===== src/include/warp_ctl_cfg.svh =====
`ifndef WARP_CTL_CFG_SVH
`define WARP_CTL_CFG_SVH

// lanes per warp and warps per core
`define NUM_THREADS 4
`define NUM_WARPS 4
`define NW_BITS 2

// reconvergence stack entries per warp
`define IPDOM_DEPTH 4

// barrier ids
`define NUM_BARRIERS 4
`define NB_BITS 2

// start address of warp 0
`define RESET_PC 32'h8000_0000

`define XLEN 32

`endif

===== src/rtl/warp_ctl_pkg.sv =====
`include "warp_ctl_cfg.svh"

package warp_ctl_pkg;

    typedef enum logic [2:0] {
        OP_TMC    = 3'd0,
        OP_PRED   = 3'd1,
        OP_SPLIT  = 3'd2,
        OP_JOIN   = 3'd3,
        OP_BAR    = 3'd4,
        OP_WSPAWN = 3'd5
    } wctl_op_e;

    localparam int WCTL_W      = 40;
    localparam int PC_OFF_W    = 8;
    localparam int SP_BITS     = $clog2(`IPDOM_DEPTH + 1);
    localparam int SP_IDX_BITS = $clog2(`IPDOM_DEPTH);

    // tmc and pred share this view
    typedef struct packed {
        logic [WCTL_W-`NUM_THREADS-1:0] pad;
        logic [`NUM_THREADS-1:0]        tmask;
    } tmc_view_t;

    typedef struct packed {
        logic [WCTL_W-2*`NUM_THREADS-PC_OFF_W-2:0] pad;
        logic [`NUM_THREADS-1:0]                   then_mask;
        logic [`NUM_THREADS-1:0]                   else_mask;
        logic                                      dvg;
        logic [PC_OFF_W-1:0]                       else_off;
    } split_view_t;

    typedef struct packed {
        logic [WCTL_W-2:0] pad;
        logic              dvg;
    } join_view_t;

    typedef struct packed {
        logic [WCTL_W-`NB_BITS-`NW_BITS-1:0] pad;
        logic [`NB_BITS-1:0]                 id;
        logic [`NW_BITS-1:0]                 size_m1;
    } bar_view_t;

    typedef struct packed {
        logic [WCTL_W-`NUM_WARPS-`XLEN-1:0] pad;
        logic [`NUM_WARPS-1:0]              wmask;
        logic [`XLEN-1:0]                   pc;
    } wspawn_view_t;

    // one control word, read through the view that matches the op
    typedef union packed {
        tmc_view_t    tmc;
        split_view_t  split;
        join_view_t   sjoin;
        bar_view_t    bar;
        wspawn_view_t wspawn;
    } wctl_payload_u;

endpackage


===== src/rtl/warp_ctl_top.sv =====
`timescale 1ns/1ps
`include "warp_ctl_cfg.svh"

module warp_ctl_top (
    input  logic                               clk,
    input  logic                               reset,
    input  logic                               exe_valid,
    output logic                               exe_ready,
    input  warp_ctl_pkg::wctl_op_e             exe_op,
    input  logic [`NW_BITS-1:0]                exe_wid,
    input  logic [`NUM_THREADS-1:0]            exe_tmask,
    input  logic [`XLEN-1:0]                   exe_pc,
    input  logic [`NUM_THREADS-1:0][`XLEN-1:0] exe_rs1,
    input  logic [`NUM_THREADS-1:0][`XLEN-1:0] exe_rs2,
    output logic                               commit_valid,
    input  logic                               commit_ready,
    output logic [`NW_BITS-1:0]                commit_wid,
    output warp_ctl_pkg::wctl_op_e             commit_op,
    output logic                               commit_dvg,
    input  logic [`NW_BITS-1:0]                status_wid,
    output logic                               status_active,
    output logic                               status_stalled,
    output logic [`NUM_THREADS-1:0]            status_tmask,
    output logic [`XLEN-1:0]                   status_pc
);
    import warp_ctl_pkg::*;

    // warp control event from the unit to the state
    logic                ev_valid;
    wctl_op_e            ev_op;
    logic [`NW_BITS-1:0] ev_wid;
    logic [`XLEN-1:0]    ev_pc;
    wctl_payload_u       ev_payload;

    wctl_unit u_wctl_unit (
        .clk          (clk),
        .reset        (reset),
        .exe_valid    (exe_valid),
        .exe_ready    (exe_ready),
        .exe_op       (exe_op),
        .exe_wid      (exe_wid),
        .exe_tmask    (exe_tmask),
        .exe_pc       (exe_pc),
        .exe_rs1      (exe_rs1),
        .exe_rs2      (exe_rs2),
        .commit_valid (commit_valid),
        .commit_ready (commit_ready),
        .commit_wid   (commit_wid),
        .commit_op    (commit_op),
        .commit_dvg   (commit_dvg),
        .ev_valid     (ev_valid),
        .ev_op        (ev_op),
        .ev_wid       (ev_wid),
        .ev_pc        (ev_pc),
        .ev_payload   (ev_payload)
    );

    warp_state u_warp_state (
        .clk            (clk),
        .reset          (reset),
        .ev_valid       (ev_valid),
        .ev_op          (ev_op),
        .ev_wid         (ev_wid),
        .ev_pc          (ev_pc),
        .ev_payload     (ev_payload),
        .status_wid     (status_wid),
        .status_active  (status_active),
        .status_stalled (status_stalled),
        .status_tmask   (status_tmask),
        .status_pc      (status_pc)
    );

endmodule


===== src/rtl/warp_state.sv =====
`timescale 1ns/1ps
`include "warp_ctl_cfg.svh"

module warp_state (
    input  logic                        clk,
    input  logic                        reset,
    input  logic                        ev_valid,
    input  warp_ctl_pkg::wctl_op_e      ev_op,
    input  logic [`NW_BITS-1:0]         ev_wid,
    input  logic [`XLEN-1:0]            ev_pc,
    input  warp_ctl_pkg::wctl_payload_u ev_payload,
    input  logic [`NW_BITS-1:0]         status_wid,
    output logic                        status_active,
    output logic                        status_stalled,
    output logic [`NUM_THREADS-1:0]     status_tmask,
    output logic [`XLEN-1:0]            status_pc
);
    import warp_ctl_pkg::*;

    logic [`NUM_WARPS-1:0]   active;
    logic [`NUM_WARPS-1:0]   stalled;
    logic [`NUM_THREADS-1:0] tmask [`NUM_WARPS];
    logic [`XLEN-1:0]        pc    [`NUM_WARPS];

    logic                    stack_push;
    logic                    stack_pop;
    logic                    stack_mark;
    logic                    join_dvg;
    logic [`NUM_THREADS-1:0] top_restore_mask;
    logic [`NUM_THREADS-1:0] top_else_mask;
    logic [`XLEN-1:0]        top_else_pc;
    logic                    top_taken;
    logic                    stack_empty;
    logic                    bar_arrive;
    logic                    bar_release;
    logic [`NUM_WARPS-1:0]   release_mask;

    assign stack_push = ev_valid && (ev_op == OP_SPLIT) && ev_payload.split.dvg;
    assign join_dvg   = ev_valid && (ev_op == OP_JOIN) && ev_payload.sjoin.dvg;
    // first join takes the else path, the second one reconverges
    assign stack_mark = join_dvg && !stack_empty && !top_taken;
    assign stack_pop  = join_dvg && !stack_empty && top_taken;
    assign bar_arrive = ev_valid && (ev_op == OP_BAR);

    ipdom_stack u_ipdom (
        .clk               (clk),
        .reset             (reset),
        .push              (stack_push),
        .pop               (stack_pop),
        .mark_taken        (stack_mark),
        .wid               (ev_wid),
        .push_restore_mask (tmask[ev_wid]),
        .push_else_mask    (ev_payload.split.else_mask),
        .push_else_pc      (ev_pc + `XLEN'(ev_payload.split.else_off)),
        .top_restore_mask  (top_restore_mask),
        .top_else_mask     (top_else_mask),
        .top_else_pc       (top_else_pc),
        .top_taken         (top_taken),
        .empty             (stack_empty)
    );

    barrier_table u_barrier (
        .clk           (clk),
        .reset         (reset),
        .arrive        (bar_arrive),
        .bar_id        (ev_payload.bar.id),
        .bar_size_m1   (ev_payload.bar.size_m1),
        .wid           (ev_wid),
        .release_valid (bar_release),
        .release_mask  (release_mask)
    );

    always_ff @(posedge clk) begin
        if (reset) begin
            active  <= `NUM_WARPS'(1);
            stalled <= '0;
            for (int w = 0; w < `NUM_WARPS; w++) begin
                tmask[w] <= (w == 0) ? {`NUM_THREADS{1'b1}} : '0;
                pc[w]    <= (w == 0) ? `RESET_PC : '0;
            end
        end else begin
            if (ev_valid) begin
                case (ev_op)
                    OP_TMC, OP_PRED: begin
                        tmask[ev_wid]  <= ev_payload.tmc.tmask;
                        active[ev_wid] <= |ev_payload.tmc.tmask;
                    end
                    OP_SPLIT: begin
                        if (stack_push) begin
                            tmask[ev_wid] <= ev_payload.split.then_mask;
                        end
                    end
                    OP_JOIN: begin
                        if (stack_mark) begin
                            tmask[ev_wid] <= top_else_mask;
                            pc[ev_wid]    <= top_else_pc;
                        end else if (stack_pop) begin
                            tmask[ev_wid] <= top_restore_mask;
                        end
                    end
                    OP_BAR: stalled[ev_wid] <= 1'b1;
                    OP_WSPAWN: begin
                        for (int w = 0; w < `NUM_WARPS; w++) begin
                            if (ev_payload.wspawn.wmask[w]) begin
                                active[w] <= 1'b1;
                                tmask[w]  <= `NUM_THREADS'(1);
                                pc[w]     <= ev_payload.wspawn.pc;
                            end
                        end
                    end
                    default: ;
                endcase
            end
            // last arrival frees every waiting warp, the arriving one too
            for (int w = 0; w < `NUM_WARPS; w++) begin
                if (bar_release && release_mask[w]) begin
                    stalled[w] <= 1'b0;
                end
            end
        end
    end

    assign status_active  = active[status_wid];
    assign status_stalled = stalled[status_wid];
    assign status_tmask   = tmask[status_wid];
    assign status_pc      = pc[status_wid];

endmodule


===== src/rtl/barrier_table.sv =====
`timescale 1ns/1ps
`include "warp_ctl_cfg.svh"

module barrier_table (
    input  logic                  clk,
    input  logic                  reset,
    input  logic                  arrive,
    input  logic [`NB_BITS-1:0]   bar_id,
    input  logic [`NW_BITS-1:0]   bar_size_m1,
    input  logic [`NW_BITS-1:0]   wid,
    // release is a reserved word, hence the suffix
    output logic                  release_valid,
    output logic [`NUM_WARPS-1:0] release_mask
);
    logic [`NW_BITS-1:0]   count   [`NUM_BARRIERS];
    logic [`NUM_WARPS-1:0] waiting [`NUM_BARRIERS];
    logic [`NUM_WARPS-1:0] wid_bit;
    logic                  last_arrival;

    assign wid_bit = `NUM_WARPS'(1) << wid;

    // count before this arrival already holds size minus one
    assign last_arrival  = arrive && (count[bar_id] == bar_size_m1);
    assign release_valid = last_arrival;
    assign release_mask  = waiting[bar_id] | wid_bit;

    always_ff @(posedge clk) begin
        if (reset) begin
            for (int b = 0; b < `NUM_BARRIERS; b++) begin
                count[b]   <= '0;
                waiting[b] <= '0;
            end
        end else if (arrive) begin
            if (last_arrival) begin
                count[bar_id]   <= '0;
                waiting[bar_id] <= '0;
            end else begin
                count[bar_id]   <= count[bar_id] + `NW_BITS'(1);
                waiting[bar_id] <= waiting[bar_id] | wid_bit;
            end
        end
    end

endmodule


===== src/rtl/ipdom_stack.sv =====
`timescale 1ns/1ps
`include "warp_ctl_cfg.svh"

module ipdom_stack (
    input  logic                       clk,
    input  logic                       reset,
    input  logic                       push,
    input  logic                       pop,
    input  logic                       mark_taken,
    input  logic [`NW_BITS-1:0]        wid,
    input  logic [`NUM_THREADS-1:0]    push_restore_mask,
    input  logic [`NUM_THREADS-1:0]    push_else_mask,
    input  logic [`XLEN-1:0]           push_else_pc,
    output logic [`NUM_THREADS-1:0]    top_restore_mask,
    output logic [`NUM_THREADS-1:0]    top_else_mask,
    output logic [`XLEN-1:0]           top_else_pc,
    output logic                       top_taken,
    output logic                       empty
);
    import warp_ctl_pkg::*;

    logic [`NUM_THREADS-1:0] restore_q [`NUM_WARPS][`IPDOM_DEPTH];
    logic [`NUM_THREADS-1:0] else_q    [`NUM_WARPS][`IPDOM_DEPTH];
    logic [`XLEN-1:0]        pc_q      [`NUM_WARPS][`IPDOM_DEPTH];
    logic                    taken_q   [`NUM_WARPS][`IPDOM_DEPTH];
    logic [SP_BITS-1:0]      sp        [`NUM_WARPS];

    logic [SP_BITS-1:0]     cur_sp;
    logic [SP_IDX_BITS-1:0] top_idx;
    logic                   full;

    assign cur_sp  = sp[wid];
    assign top_idx = SP_IDX_BITS'(cur_sp - SP_BITS'(1));
    assign full    = (cur_sp == SP_BITS'(`IPDOM_DEPTH));
    assign empty   = (cur_sp == '0);

    // top entry of the selected warp, meaningless when empty
    assign top_restore_mask = restore_q[wid][top_idx];
    assign top_else_mask    = else_q[wid][top_idx];
    assign top_else_pc      = pc_q[wid][top_idx];
    assign top_taken        = taken_q[wid][top_idx];

    always_ff @(posedge clk) begin
        if (reset) begin
            for (int w = 0; w < `NUM_WARPS; w++) begin
                sp[w] <= '0;
            end
        end else if (push && !full) begin
            sp[wid] <= cur_sp + SP_BITS'(1);
        end else if (pop && !empty) begin
            sp[wid] <= cur_sp - SP_BITS'(1);
        end
    end

    always_ff @(posedge clk) begin
        if (push && !full) begin
            restore_q[wid][cur_sp[SP_IDX_BITS-1:0]] <= push_restore_mask;
            else_q[wid][cur_sp[SP_IDX_BITS-1:0]]    <= push_else_mask;
            pc_q[wid][cur_sp[SP_IDX_BITS-1:0]]      <= push_else_pc;
            taken_q[wid][cur_sp[SP_IDX_BITS-1:0]]   <= 1'b0;
        end
        if (mark_taken && !empty) begin
            taken_q[wid][top_idx] <= 1'b1;
        end
    end

endmodule


===== src/rtl/wctl_unit.sv =====
`timescale 1ns/1ps
`include "warp_ctl_cfg.svh"

module wctl_unit (
    input  logic                               clk,
    input  logic                               reset,
    input  logic                               exe_valid,
    output logic                               exe_ready,
    input  warp_ctl_pkg::wctl_op_e             exe_op,
    input  logic [`NW_BITS-1:0]                exe_wid,
    input  logic [`NUM_THREADS-1:0]            exe_tmask,
    input  logic [`XLEN-1:0]                   exe_pc,
    input  logic [`NUM_THREADS-1:0][`XLEN-1:0] exe_rs1,
    input  logic [`NUM_THREADS-1:0][`XLEN-1:0] exe_rs2,
    output logic                               commit_valid,
    input  logic                               commit_ready,
    output logic [`NW_BITS-1:0]                commit_wid,
    output warp_ctl_pkg::wctl_op_e             commit_op,
    output logic                               commit_dvg,
    output logic                               ev_valid,
    output warp_ctl_pkg::wctl_op_e             ev_op,
    output logic [`NW_BITS-1:0]                ev_wid,
    output logic [`XLEN-1:0]                   ev_pc,
    output warp_ctl_pkg::wctl_payload_u        ev_payload
);
    import warp_ctl_pkg::*;

    localparam int DATAW = 3 + `NW_BITS + `XLEN + WCTL_W;

    logic [`XLEN-1:0]        rs1_0;
    logic [`XLEN-1:0]        rs2_0;
    logic [`NUM_THREADS-1:0] taken;
    logic [`NUM_THREADS-1:0] else_mask;
    logic [`NUM_WARPS-1:0]   wspawn_mask;
    logic                    split_dvg;
    wctl_payload_u           payload;
    logic [DATAW-1:0]        rec_out;

    // scalar operands come from lane 0
    assign rs1_0 = exe_rs1[0];
    assign rs2_0 = exe_rs2[0];

    always_comb begin
        for (int i = 0; i < `NUM_THREADS; i++) begin
            taken[i] = exe_rs1[i][0] && exe_tmask[i];
        end
    end

    assign else_mask = ~taken & exe_tmask;
    assign split_dvg = (|taken) && (|else_mask);

    // warps to spawn, never the issuing one
    always_comb begin
        for (int i = 0; i < `NUM_WARPS; i++) begin
            wspawn_mask[i] = (rs1_0 > `XLEN'(i)) && (exe_wid != `NW_BITS'(i));
        end
    end

    always_comb begin
        payload = '0;
        case (exe_op)
            OP_TMC: payload.tmc.tmask = rs1_0[`NUM_THREADS-1:0];
            OP_PRED: begin
                payload.tmc.tmask = (|taken) ? taken : rs2_0[`NUM_THREADS-1:0];
            end
            OP_SPLIT: begin
                payload.split.then_mask = taken;
                payload.split.else_mask = else_mask;
                payload.split.dvg       = split_dvg;
                payload.split.else_off  = PC_OFF_W'(4);
            end
            OP_JOIN: payload.sjoin.dvg = rs1_0[0];
            OP_BAR: begin
                payload.bar.id      = rs1_0[`NB_BITS-1:0];
                payload.bar.size_m1 = `NW_BITS'(rs2_0 - `XLEN'(1));
            end
            OP_WSPAWN: begin
                payload.wspawn.wmask = wspawn_mask;
                payload.wspawn.pc    = rs2_0;
            end
            default: ;
        endcase
    end

    elastic_buffer #(
        .DATAW (DATAW)
    ) u_rsp_buf (
        .clk       (clk),
        .reset     (reset),
        .valid_in  (exe_valid),
        .ready_in  (exe_ready),
        .data_in   ({exe_op, exe_wid, exe_pc, payload}),
        .valid_out (commit_valid),
        .ready_out (commit_ready),
        .data_out  (rec_out)
    );

    assign commit_op  = wctl_op_e'(rec_out[DATAW-1 -: 3]);
    assign commit_wid = rec_out[DATAW-4 -: `NW_BITS];
    assign ev_pc      = rec_out[WCTL_W +: `XLEN];
    assign ev_payload = rec_out[WCTL_W-1:0];
    assign commit_dvg = (commit_op == OP_SPLIT) && ev_payload.split.dvg;

    // state follows the commit handshake
    assign ev_valid = commit_valid && commit_ready;
    assign ev_op    = commit_op;
    assign ev_wid   = commit_wid;

endmodule


===== src/rtl/elastic_buffer.sv =====
`timescale 1ns/1ps

module elastic_buffer #(
    parameter int DATAW = 8
) (
    input  logic             clk,
    input  logic             reset,
    input  logic             valid_in,
    output logic             ready_in,
    input  logic [DATAW-1:0] data_in,
    output logic             valid_out,
    input  logic             ready_out,
    output logic [DATAW-1:0] data_out
);
    logic             out_valid;
    logic             skid_valid;
    logic [DATAW-1:0] out_data;
    logic [DATAW-1:0] skid_data;
    logic             out_free;

    // output register can take a new item this cycle
    assign out_free  = ready_out || !out_valid;
    // skid entry only fills behind a full output register
    assign ready_in  = !skid_valid;
    assign valid_out = out_valid;
    assign data_out  = out_data;

    always_ff @(posedge clk) begin
        if (reset) begin
            out_valid  <= 1'b0;
            skid_valid <= 1'b0;
        end else if (out_free) begin
            out_valid  <= skid_valid || valid_in;
            skid_valid <= 1'b0;
        end else if (valid_in && ready_in) begin
            skid_valid <= 1'b1;
        end
    end

    always_ff @(posedge clk) begin
        if (out_free) begin
            out_data <= skid_valid ? skid_data : data_in;
        end
        if (valid_in && ready_in && !out_free) begin
            skid_data <= data_in;
        end
    end

endmodule


===== config.mk =====
export PLATFORM = sky130hd
export DESIGN_NAME = warp_ctl_top
export DESIGN_NICKNAME = d
export VERILOG_FILES = /design/src/rtl/warp_ctl_pkg.sv /design/src/rtl/warp_ctl_top.sv /design/src/rtl/warp_state.sv /design/src/rtl/barrier_table.sv /design/src/rtl/ipdom_stack.sv /design/src/rtl/wctl_unit.sv /design/src/rtl/elastic_buffer.sv
export VERILOG_INCLUDE_DIRS = /design/src /design/src/include
export SDC_FILE = /design/constraint.sdc
export NUM_CORES = 1
export LEC_CHECK = 0
export BUFFER_PORTS_ARGS = -buffer_cell sky130_fd_sc_hd__buf_2
export CORE_UTILIZATION = 36
export DETAILED_ROUTE_END_ITERATION = 10
export PLACE_DENSITY_LB_ADDON = 0.15
export SYNTH_ARGS = -nofsm -noshare
export SYNTH_HDL_FRONTEND = slang
export SYNTH_SLANG_ARGS = --single-unit

===== constraint.sdc =====
create_clock -name clk -period 8.56 [get_ports clk]
set_input_delay 0.856 -clock clk [delete_from_list [all_inputs] [get_ports clk]]
set_output_delay 0.856 -clock clk [all_outputs]
set_load 0.02 [all_outputs]

## Word-level counts from Yosys, hierarchy flattened

Memory sizes are Yosys's and may differ from the RTL's. A register that Yosys moved wholly into a read port is not among the register bits.
Index checks and enable logic that the tools add are counted.

| cells by class | value |
|---|---|
| add/sub/neg operators | 5 |
| order comparisons | 11 |
| equality and inequality tests | 19 |
| shift operators | 1 |
| mux-type cells | 141 |
| bitwise operators | 24 |
| reductions and logical operators | 65 |

Operators by type and width:

| cell | count |
|---|---|
| 32-bit two-way mux | 8 |
| 128-bit two-way mux | 1 |
| 1-bit two-way mux | 78 |
| 77-bit two-way mux | 1 |
| 4-bit two-way mux | 18 |
| 32-bit binary-select mux with 2-bit select | 1 |
| 32-bit demux with 2-bit select | 1 |
| 32-bit by 1-bit > comparator with 1-bit output, second input constant | 2 |
| 32-bit by 2-bit > comparator with 1-bit output, second input constant | 2 |
| 32-bit by 8-bit adder with 32-bit output | 1 |
| 1-bit logical AND | 32 |
| 32-bit OR reduction | 1 |
| 2-bit two-way mux | 15 |
| 13-bit one-hot mux with 2 select lines | 1 |
| 4-bit OR reduction | 5 |
| 19-bit two-way mux | 1 |
| 1-bit OR | 18 |
| 4-bit binary-select mux with 2-bit select | 2 |
| 16-bit two-way mux | 1 |
| 2-bit OR reduction | 8 |
| 3-bit == test, second input constant | 5 |
| 3-bit one-hot mux with 5 select lines | 1 |
| 3-bit by 2-bit == test with 1-bit output, second input constant | 4 |
| 2-bit != test, second input constant | 6 |
| 30 further kinds | 53 |

| word-level totals | value |
|---|---|
| bits in registers | 156 |
| memory bits (writable) | 836 |
| output and inout port bits | 46 |
| word-level logic and storage cells | 287 |
| memories kept | 9 |

Memory list:

| memory | depth | bits a word | rd ports | clocked after memory_dff | write ports | RTL line | RTL |
|---|---|---|---|---|---|---|---|
| u_warp_state.u_ipdom.pc_q | 4 | 128 | 1 | 1 | 1 | ipdom_stack.sv:24 | `` logic [`XLEN-1:0] pc_q [`NUM_WARPS][`IPDOM_DEPTH]; `` |
| u_warp_state.pc | 4 | 32 | 1 | 0 | 4 | warp_state.sv:23 | `` logic [`XLEN-1:0] pc [`NUM_WARPS]; `` |
| u_warp_state.u_ipdom.else_q | 4 | 16 | 1 | 1 | 1 | ipdom_stack.sv:23 | `` logic [`NUM_THREADS-1:0] else_q [`NUM_WARPS][`IPDOM_DEPTH]; `` |
| u_warp_state.u_ipdom.restore_q | 4 | 16 | 1 | 1 | 1 | ipdom_stack.sv:22 | `` logic [`NUM_THREADS-1:0] restore_q [`NUM_WARPS][`IPDOM_DEPTH]; `` |
| u_warp_state.tmask | 4 | 4 | 2 | 1 | 4 | warp_state.sv:22 | `` logic [`NUM_THREADS-1:0] tmask [`NUM_WARPS]; `` |
| u_warp_state.u_barrier.waiting | 4 | 4 | 1 | 1 | 4 | barrier_table.sv:16 | `` logic [`NUM_WARPS-1:0] waiting [`NUM_BARRIERS]; `` |
| +3 memories | n/a | n/a | n/a | n/a | n/a | n/a |  |

## Depth between registers and ports, before layout

Gate-level depths: netlist (run 1).

| depth | value |
|---|---|
| depth after elaboration | 16 |
| gate-level depth with buffers | 16 |
| depth with buffers taken out | 12 |

## Cells and area by module

Synthesis (run 1) repeated with hierarchy kept, for this count alone.

| second synthesis, totals | value |
|---|---|
| cell total of the unflattened synthesis | 2057 |
| area, all modules | 42154.2 um^2 |

Modules (own cells, without submodules):

| module | instances | cells each | area each (um^2) | seq. area each (um^2) |
|---|---|---|---|---|
| ipdom_stack | 1 | 1020 | 25793.5 | 20059.2 |
| warp_state | 1 | 588 | 8353.0 | 4484.3 |
| elastic_buffer | 1 | 248 | 6023.3 | 4664.5 |
| barrier_table | 1 | 90 | 1292.5 | 720.7 |
| wctl_unit | 1 | 111 | 691.9 | 0.0 |

## Least setup slack after synthesis (run 1)

No wires, ideal clock.

| timing path | value |
|---|---|
| kind | input port to flip-flop |
| start point | input port commit_ready |
| end point | register u_wctl_unit.u_rsp_buf.skid_data[0], enable pin |
| library setup time | 0.609 ns |
| data arrival time | 7.931 ns |
| setup slack | 0.020 ns |
| stages on the path | 3 |
| cells stage by stage | nand2b_1 -> clkbuf_1 -> nor3b_1 |

| on the way | value |
|---|---|
| cells in the longest elaborated chain, start to end | 3 |

RTL lines:

| element | RTL line | RTL |
|---|---|---|
| from (decl) | warp_ctl_top.sv:16 | `input logic commit_ready,` |
| 1-bit logical OR | elastic_buffer.sv:22 | `assign out_free = ready_out \|\| !out_valid;` |
| 1-bit logical NOT | elastic_buffer.sv:44 | `if (valid_in && ready_in && !out_free) begin` |
| 1-bit logical AND | elastic_buffer.sv:44 |  |
| to (signal assigned) | elastic_buffer.sv:45 | `skid_data <= data_in;` |
| to (decl) | elastic_buffer.sv:18 | `logic [DATAW-1:0] skid_data;` |

Every way passes these cells.
A chain may end at the register's enable or synchronous reset.

==> metrics.yaml, run 1 <==
final-max-slew-violation-count: 0
crit_start: "u_warp_state.u_ipdom.sp[0][0]"
mappedNetlistArea_um2: 41470
synth-main-ff-cell: "edfxtp_1"
crit_path_end_kind: "register"
clockBufferDepth: 3
required_ns: 8.86
dp_hpwl_um: 62890
rsz0062_at_grt: "false"
reg2reg_depth: 9
worstSkewPairLatency_ns: 0.68
holdWs_ns: 0.3666
dr.pass1.iters: 8
dieArea_um2: 116600
post-place-ws_ns: 3.447
synth_xor_area_frac: 0.006969
antenna_found_initial: 2
synth.distinct_cells: 61
outcome: "finished clean"
syn_avg_cell_area_um2: 18.09
arrival_ns: 5.32
timing.rr.start: "u_warp_state.u_ipdom.sp[0][0]"
grtUsageTotal: 0.1868
synthCells: 2293
fin_nets: 2798
drcViolationCount: 0
hold_viol: 0
synth_mux_area_frac: 0.1431
power_density_nw_per_um2: 228.3
place_area_um2: 44080
ys_ff_latch: 996
seqPwrFrac: 0.518
synth_top_area_cell: "edfxtp_1"
postRouteAntennaNets: 0
fin_area_um2: 47230
ys_seq_area_frac: 0.7178
grt_max_degree: 63
gr-total-overflow: 0
dieWidth_um: 341.4
max_freq_mhz: 199.4
cts_hold_buf: 0
setup_viol: 0
dp_cells: 3880
p_switching_mw: 2.551
internal-power_mw: 8.233
tns_ns: 0
wl_per_cell_um: 26.91
cap_viol_max_count: 0
swShare: 0.2365
path_max_fanout: 49
r2r_slack_ns: 3.54
cts-resized-gates: 0
cts_buffers: 106
worst_pin_slew_ns: 1.346
min-delay-path-class: "primary input to register"
cts.htree.levels: 3
final_cells: 4070
cts.sinks: 996
area_growth_pct: 13.87
slew_headroom: 0.09608
timing.rr.end: "u_warp_state.u_ipdom.else_q[2][7]"
num_vias: 22060
setup_ws_ns: 3.544
yosysTopAreaCellShare: 0.7110
synth.area.top_cells: "edfxtp_1 71%, mux4_2 9.5%, a22o_1 2.7%"
p_comb_frac: 0.091
crit_type: "register to register"
cts_tree: "yes"
wirelength_um: 109500
p_total_mw: 10.78
path_clk_slew_ns: 0.06
grt_pass1_vias: 22700
viasPerCell: 5.421
ys_async_sr_fraction: 0
core-area_um2: 114300
crit_end: "u_warp_state.u_ipdom.else_q[2][7]"
post-route-min-period_ns: 5.016
synth-simple-area-share: 0.04450
cts_setup_buffers: 0
dieHeight_um: 341.4
ir_worst_vdd_uv: 157.9
post-route-util: 0.4130
synth-compound-area-share: 0.06260
synth_nets: 2614
grt_pass1_wl_um: 157200
synth_top_family_by_area: "multiplexers"
synth_edf_count: 982
cp-start-kind: "register"
place.gp.congestion: 0.8187
clkPwrFrac: 0.392
yosys_warnings: 0
drtIter0Drc: 1613
leakage_nw: 15.57
num_rows: 124
portBuffers: 159
cts_root_buf: "clkbuf_16"
yosys.area_share.adder: 0.005612
floorplan.initialDensity: 0.3627
io-pin-count: 349
drive_gt1_frac: 0.2534
post-route-period-util: 0.5859
finClkSkew_ns: 0.03420
routing by layer:
metal / global-route usage / wire length [um] / part of all wire / up-vias
met2: 0.3070 / 52880 / 0.48 / 663
li1: - / - / - / 9646
met4: 0.05045 / 2563 / 0.023 / 2
met5: 0 / 7 / 0.000064 / -
met3: 0.03222 / 6332 / 0.058 / 162
met1: 0.2557 / 47720 / 0.44 / 11590
worst max-delay path, stage by stage (launching register included):
cell	delay, ns
edfxtp_1	0.34
buf_4	0.56
mux2_4	0.29
o21ai_4	0.10
ha_1	0.28
ha_1	0.23
nor3_1	0.76
nand2_1	0.51
nor2_4	0.93
buf_4	0.58
synth_stat cells, drive strengths merged (4+ instances only):
master / count
o22ai: 6
xnor2: 28
nor4b: 4
mux2i: 113
o21ai: 34
nand4: 11
or2: 7
clkbuf: 75
a21oi: 98
and2: 46
xor2: 5
buf: 66
nor4: 9
nand2b: 8
and3: 4
nor3: 16
mux4: 175
dfxtp: 14
a211oi: 65
a32o: 7
nor2b: 74
nor2: 99
inv: 23
mux2: 76
nand2: 50
nand3: 13
a22o: 128
ha: 17
o21bai: 4
edfxtp: 982
placed cells by master, fill, tap and decap left out, types with 28 or more instances in the layout:
cell type and instances:
o21ai_0 29, nor2b_1 74, xnor2_1 28, mux4_2 175, a21oi_1 98, edfxtp_1 982
a211oi_1 65, clkbuf_16 108, mux2i_1 112, a22o_1 128, mux2_2 75, nor2_1 78
nand2_1 49, clkinv_1 33, and2_1 46, buf_4 57, buf_2 159
cell type report:
| class | instances | area, um2 |
|---|---|---|
| diodes | 1 | 2.502 |
| clock buffers | 131 | 2789 |
| clock inverters | 57 | 346.6 |
| fillers | 10160 | 67120 |
| inverters | 24 | 95.09 |
| multi-input cells | 1132 | 11090 |
| flip-flops and latches | 996 | 29780 |
| well taps | 1512 | 1892 |
| repair buffers | 217 | 1235 |
kinds of logic after synthesis:
logic type	count (synthesis)
xor+xnor	33
buf+inv	165
simple gates	354
fa+ha+maj	18
flops	996
compound gates	363
mux	364
state kept, by name, indices dropped and copies added, names as in the netlist, named ones only:
signal,flops
u_warp_state.stalled,4
u_wctl_unit.u_rsp_buf.data_out,73
u_warp_state.u_ipdom.else_q,64
u_wctl_unit.u_rsp_buf.skid_valid,1
u_warp_state.u_ipdom.pc_q,512
u_wctl_unit.u_rsp_buf.valid_out,1
u_warp_state.u_barrier.count,8
u_wctl_unit.u_rsp_buf.skid_data,73
u_warp_state.tmask,16
u_warp_state.u_ipdom.restore_q,64
u_warp_state.active,4
u_warp_state.u_ipdom.sp,12
u_warp_state.u_ipdom.taken_q,16
u_warp_state.pc,128
u_warp_state.u_barrier.waiting,16
how the worst min path moves through the flow:
stage,start,to,slack [ns],depth (start not counted)
after global placement,u_warp_state.stalled[2],u_warp_state.stalled[2],0.48,2
after CTS,exe_pc[3],u_wctl_unit.u_rsp_buf.skid_data[43],0.32,1
after global routing,exe_pc[3],u_wctl_unit.u_rsp_buf.skid_data[43],0.33,1
after floorplan,u_warp_state.stalled[2],u_warp_state.stalled[2],0.46,2
after detailed placement,u_warp_state.stalled[2],u_warp_state.stalled[2],0.49,2
final,exe_pc[3],u_wctl_unit.u_rsp_buf.skid_data[43],0.37,1
power by group through the flow:
stage,Clock [mW],Combinational (mW),Sequential [mW]
floorplan,0,0.627,5.65
global placement,0,0.960,5.68
detailed placement,0,0.979,5.69
CTS,4.33,0.982,5.59
finish,4.22,0.976,5.58
global route,4.50,1.05,5.59
Note: power is estimated with default switching activity, not from simulation.
==> run 2, diff against run 1 <==
clock period = 4.85 ns   (was 8.56 ns; I/O delays follow)
==> metrics.yaml, run 2 (synthesis results as in run 1) <==
post-route-min-period_ns: 3.847  # -1.169 ns
final_cell_mix: "982 x edfxtp_1, 175 x mux4_2, 159 x buf_2"
drcViolationCount: 0  # unchanged
path_clk_slew_ns: 0.07  # about the same
fin_nets: 2847  # +1.8%
grt_max_degree: 139  # +120%
r2r_slack_ns: 1.00  # -2.54 ns
slew_headroom: 0.1338  # +0.03777
top_usage_layer: "met2"
crit_path_end_kind: "register"
dieWidth_um: 341.4  # unchanged
cts_tree: "yes"
grt_pass1_vias: 22860  # +0.71%
hold_viol: 0  # unchanged
dr.pass1.iters: 5  # -3
postRouteAntennaNets: 0  # unchanged
setup_ws_ns: 1.003  # -2.541 ns
use_met1: 0.2519  # -0.003780
core-area_um2: 114300  # unchanged
met2_usage: 0.3136  # +0.006592
antenna_found_initial: 0  # -2
grtUsageTotal: 0.1853  # -0.001499
drive_gt1_frac: 0.2588  # +0.005370
gr-total-overflow: 0  # unchanged
final-max-slew-violation-count: 0  # unchanged
cap_viol_max_count: 0  # unchanged
max_freq_mhz: 259.9  # +30%
wirelength_um: 108600  # -0.83%
worstHoldStart: "exe_pc[2]"
min-delay-path-class: "primary input to register"
wl_per_cell_um: 26.30  # -2.3%
cp-start-kind: "register"
viasPerCell: 5.354  # -1.2%
worst_pin_slew_ns: 1.295  # -0.05137 ns
num_rows: 124  # unchanged
cts_buffers: 107  # +0.94%
area_growth_pct: 16.08
outcome: "finished clean"
dieHeight_um: 341.4  # unchanged
cts.htree.levels: 3  # unchanged
leakage_nw: 15.95  # +2.4%
io-pin-count: 349  # unchanged
ir_worst_vdd_uv: 271.3  # +72%
cts.sinks: 996  # unchanged
rsz0062_at_grt: "false"
post-place-ws_ns: 1.085  # -2.363 ns
nFillCells: 10080  # -0.79%
dp_hpwl_um: 62120  # -1.2%
post-route-util: 0.4210  # +0.007988
num_vias: 22110  # +0.19%
path_max_fanout: 16  # -67%
grt_pass1_wl_um: 157400  # +0.15%
portBuffers: 159  # unchanged
drtIter0Drc: 1510  # -6.4%
largest_reg_flops: 512  # unchanged
cts_root_buf: "clkbuf_16"
layout_commonest_cell: "edfxtp_1"
post-route-period-util: 0.7932  # +0.2072
power_density_nw_per_um2: 403.4  # +77%
met3_usage: 0.03022  # -0.002000
worstSkewPairLatency_ns: 0.68  # about the same
dieArea_um2: 116600  # unchanged
crit_type: "register to register"
clockBufferDepth: 3  # unchanged
setup_viol: 0  # unchanged
arrival_ns: 4.36  # -0.96 ns
holdWs_ns: 0.05354  # -0.3130 ns
finClkSkew_ns: 0.02056  # -0.01364 ns
floorplan.initialDensity: 0.3627  # unchanged
required_ns: 5.36  # -3.50 ns
cts_setup_buffers: 0  # unchanged
place.gp.congestion: 0.8053  # -1.6%
-- run 2: changes by cell type in the layout (fill, tap and decap cells not counted), sizes merged --
cell,before,now
bufinv,3,7
clkinv,51,47
clkbuf,131,139
inv,24,26
dlygate4sd3,0,30
clkinvlp,3,4
buf,217,235
-- run 2: stage by stage --
stage / cells / area, um2 / setup TNS [ns] / total power, mW
after floorplan: 2293 / 41500 / -246.38 / 11.08
after global placement: 3898 / 44490 / 0 / 11.75
after detailed placement: 3898 / 44490 / 0 / 11.79
after CTS: 4127 / 48130 / 0 / 19.64
after global routing: 4128 / 48140 / 0 / 20.06
final: 4129 / 48140 / 0 / 19.42
-- run 2: path summary, 6_finish.rpt --
check                                         to  depth (start not counted)
max                     u_warp_state.tmask[0][1]                         11
min          u_wctl_unit.u_rsp_buf.skid_data[42]                          1
max reg2reg             u_warp_state.tmask[0][1]                         11
min reg2reg              u_warp_state.stalled[1]                          2
-- run 2: what timing repair did --
| action | 4_1_cts | 5_1_grt |
|---|---|---|
| endpoints found under the hold margin | 30 | 0 |
| setup endpoints to repair | 0 | 0 |
| gates resized for setup | 0 | 0 |
| hold buffers | 30 | 0 |
-- run 2: critical path: stages (launching register included) --
cell,delay (ns)
dfxtp_4,0.60
mux4_2,0.38
inv_1,0.10
ha_1,0.24
ha_1,0.26
nand3b_1,0.27
or3_1,0.41
nor3_1,0.40
inv_1,0.18
o22ai_1,0.43
nor3_1,0.21
a21oi_1,0.20
-- run 2: per-layer routing --
layer / routed length (um) / share of wire
met1: 48500 / 0.45
met2: 53420 / 0.49
met3: 4975 / 0.046
met4: 1692 / 0.016
met5: 0 / 0
-- run 2: cell type report --
type	instances	area (um2)	share of cell area
clock inverters	60	495.5	0.01029
repair buffers	265	1942	0.04034
well taps	1512	1892	0.03930
multi-input cells	1132	11100	0.2305
clock buffers	139	2840	0.05900
flip-flops and latches	996	29780	0.6186
diodes	1	2.502	0.00005198
inverters	24	95.09	0.001975
-- run 2: where the power goes --
group,leakage [nW],switching [mW],internal [mW]
logic,5.06,1.12,0.639
registers,9.27,0.120,9.73
clock network,1.62,3.32,4.49
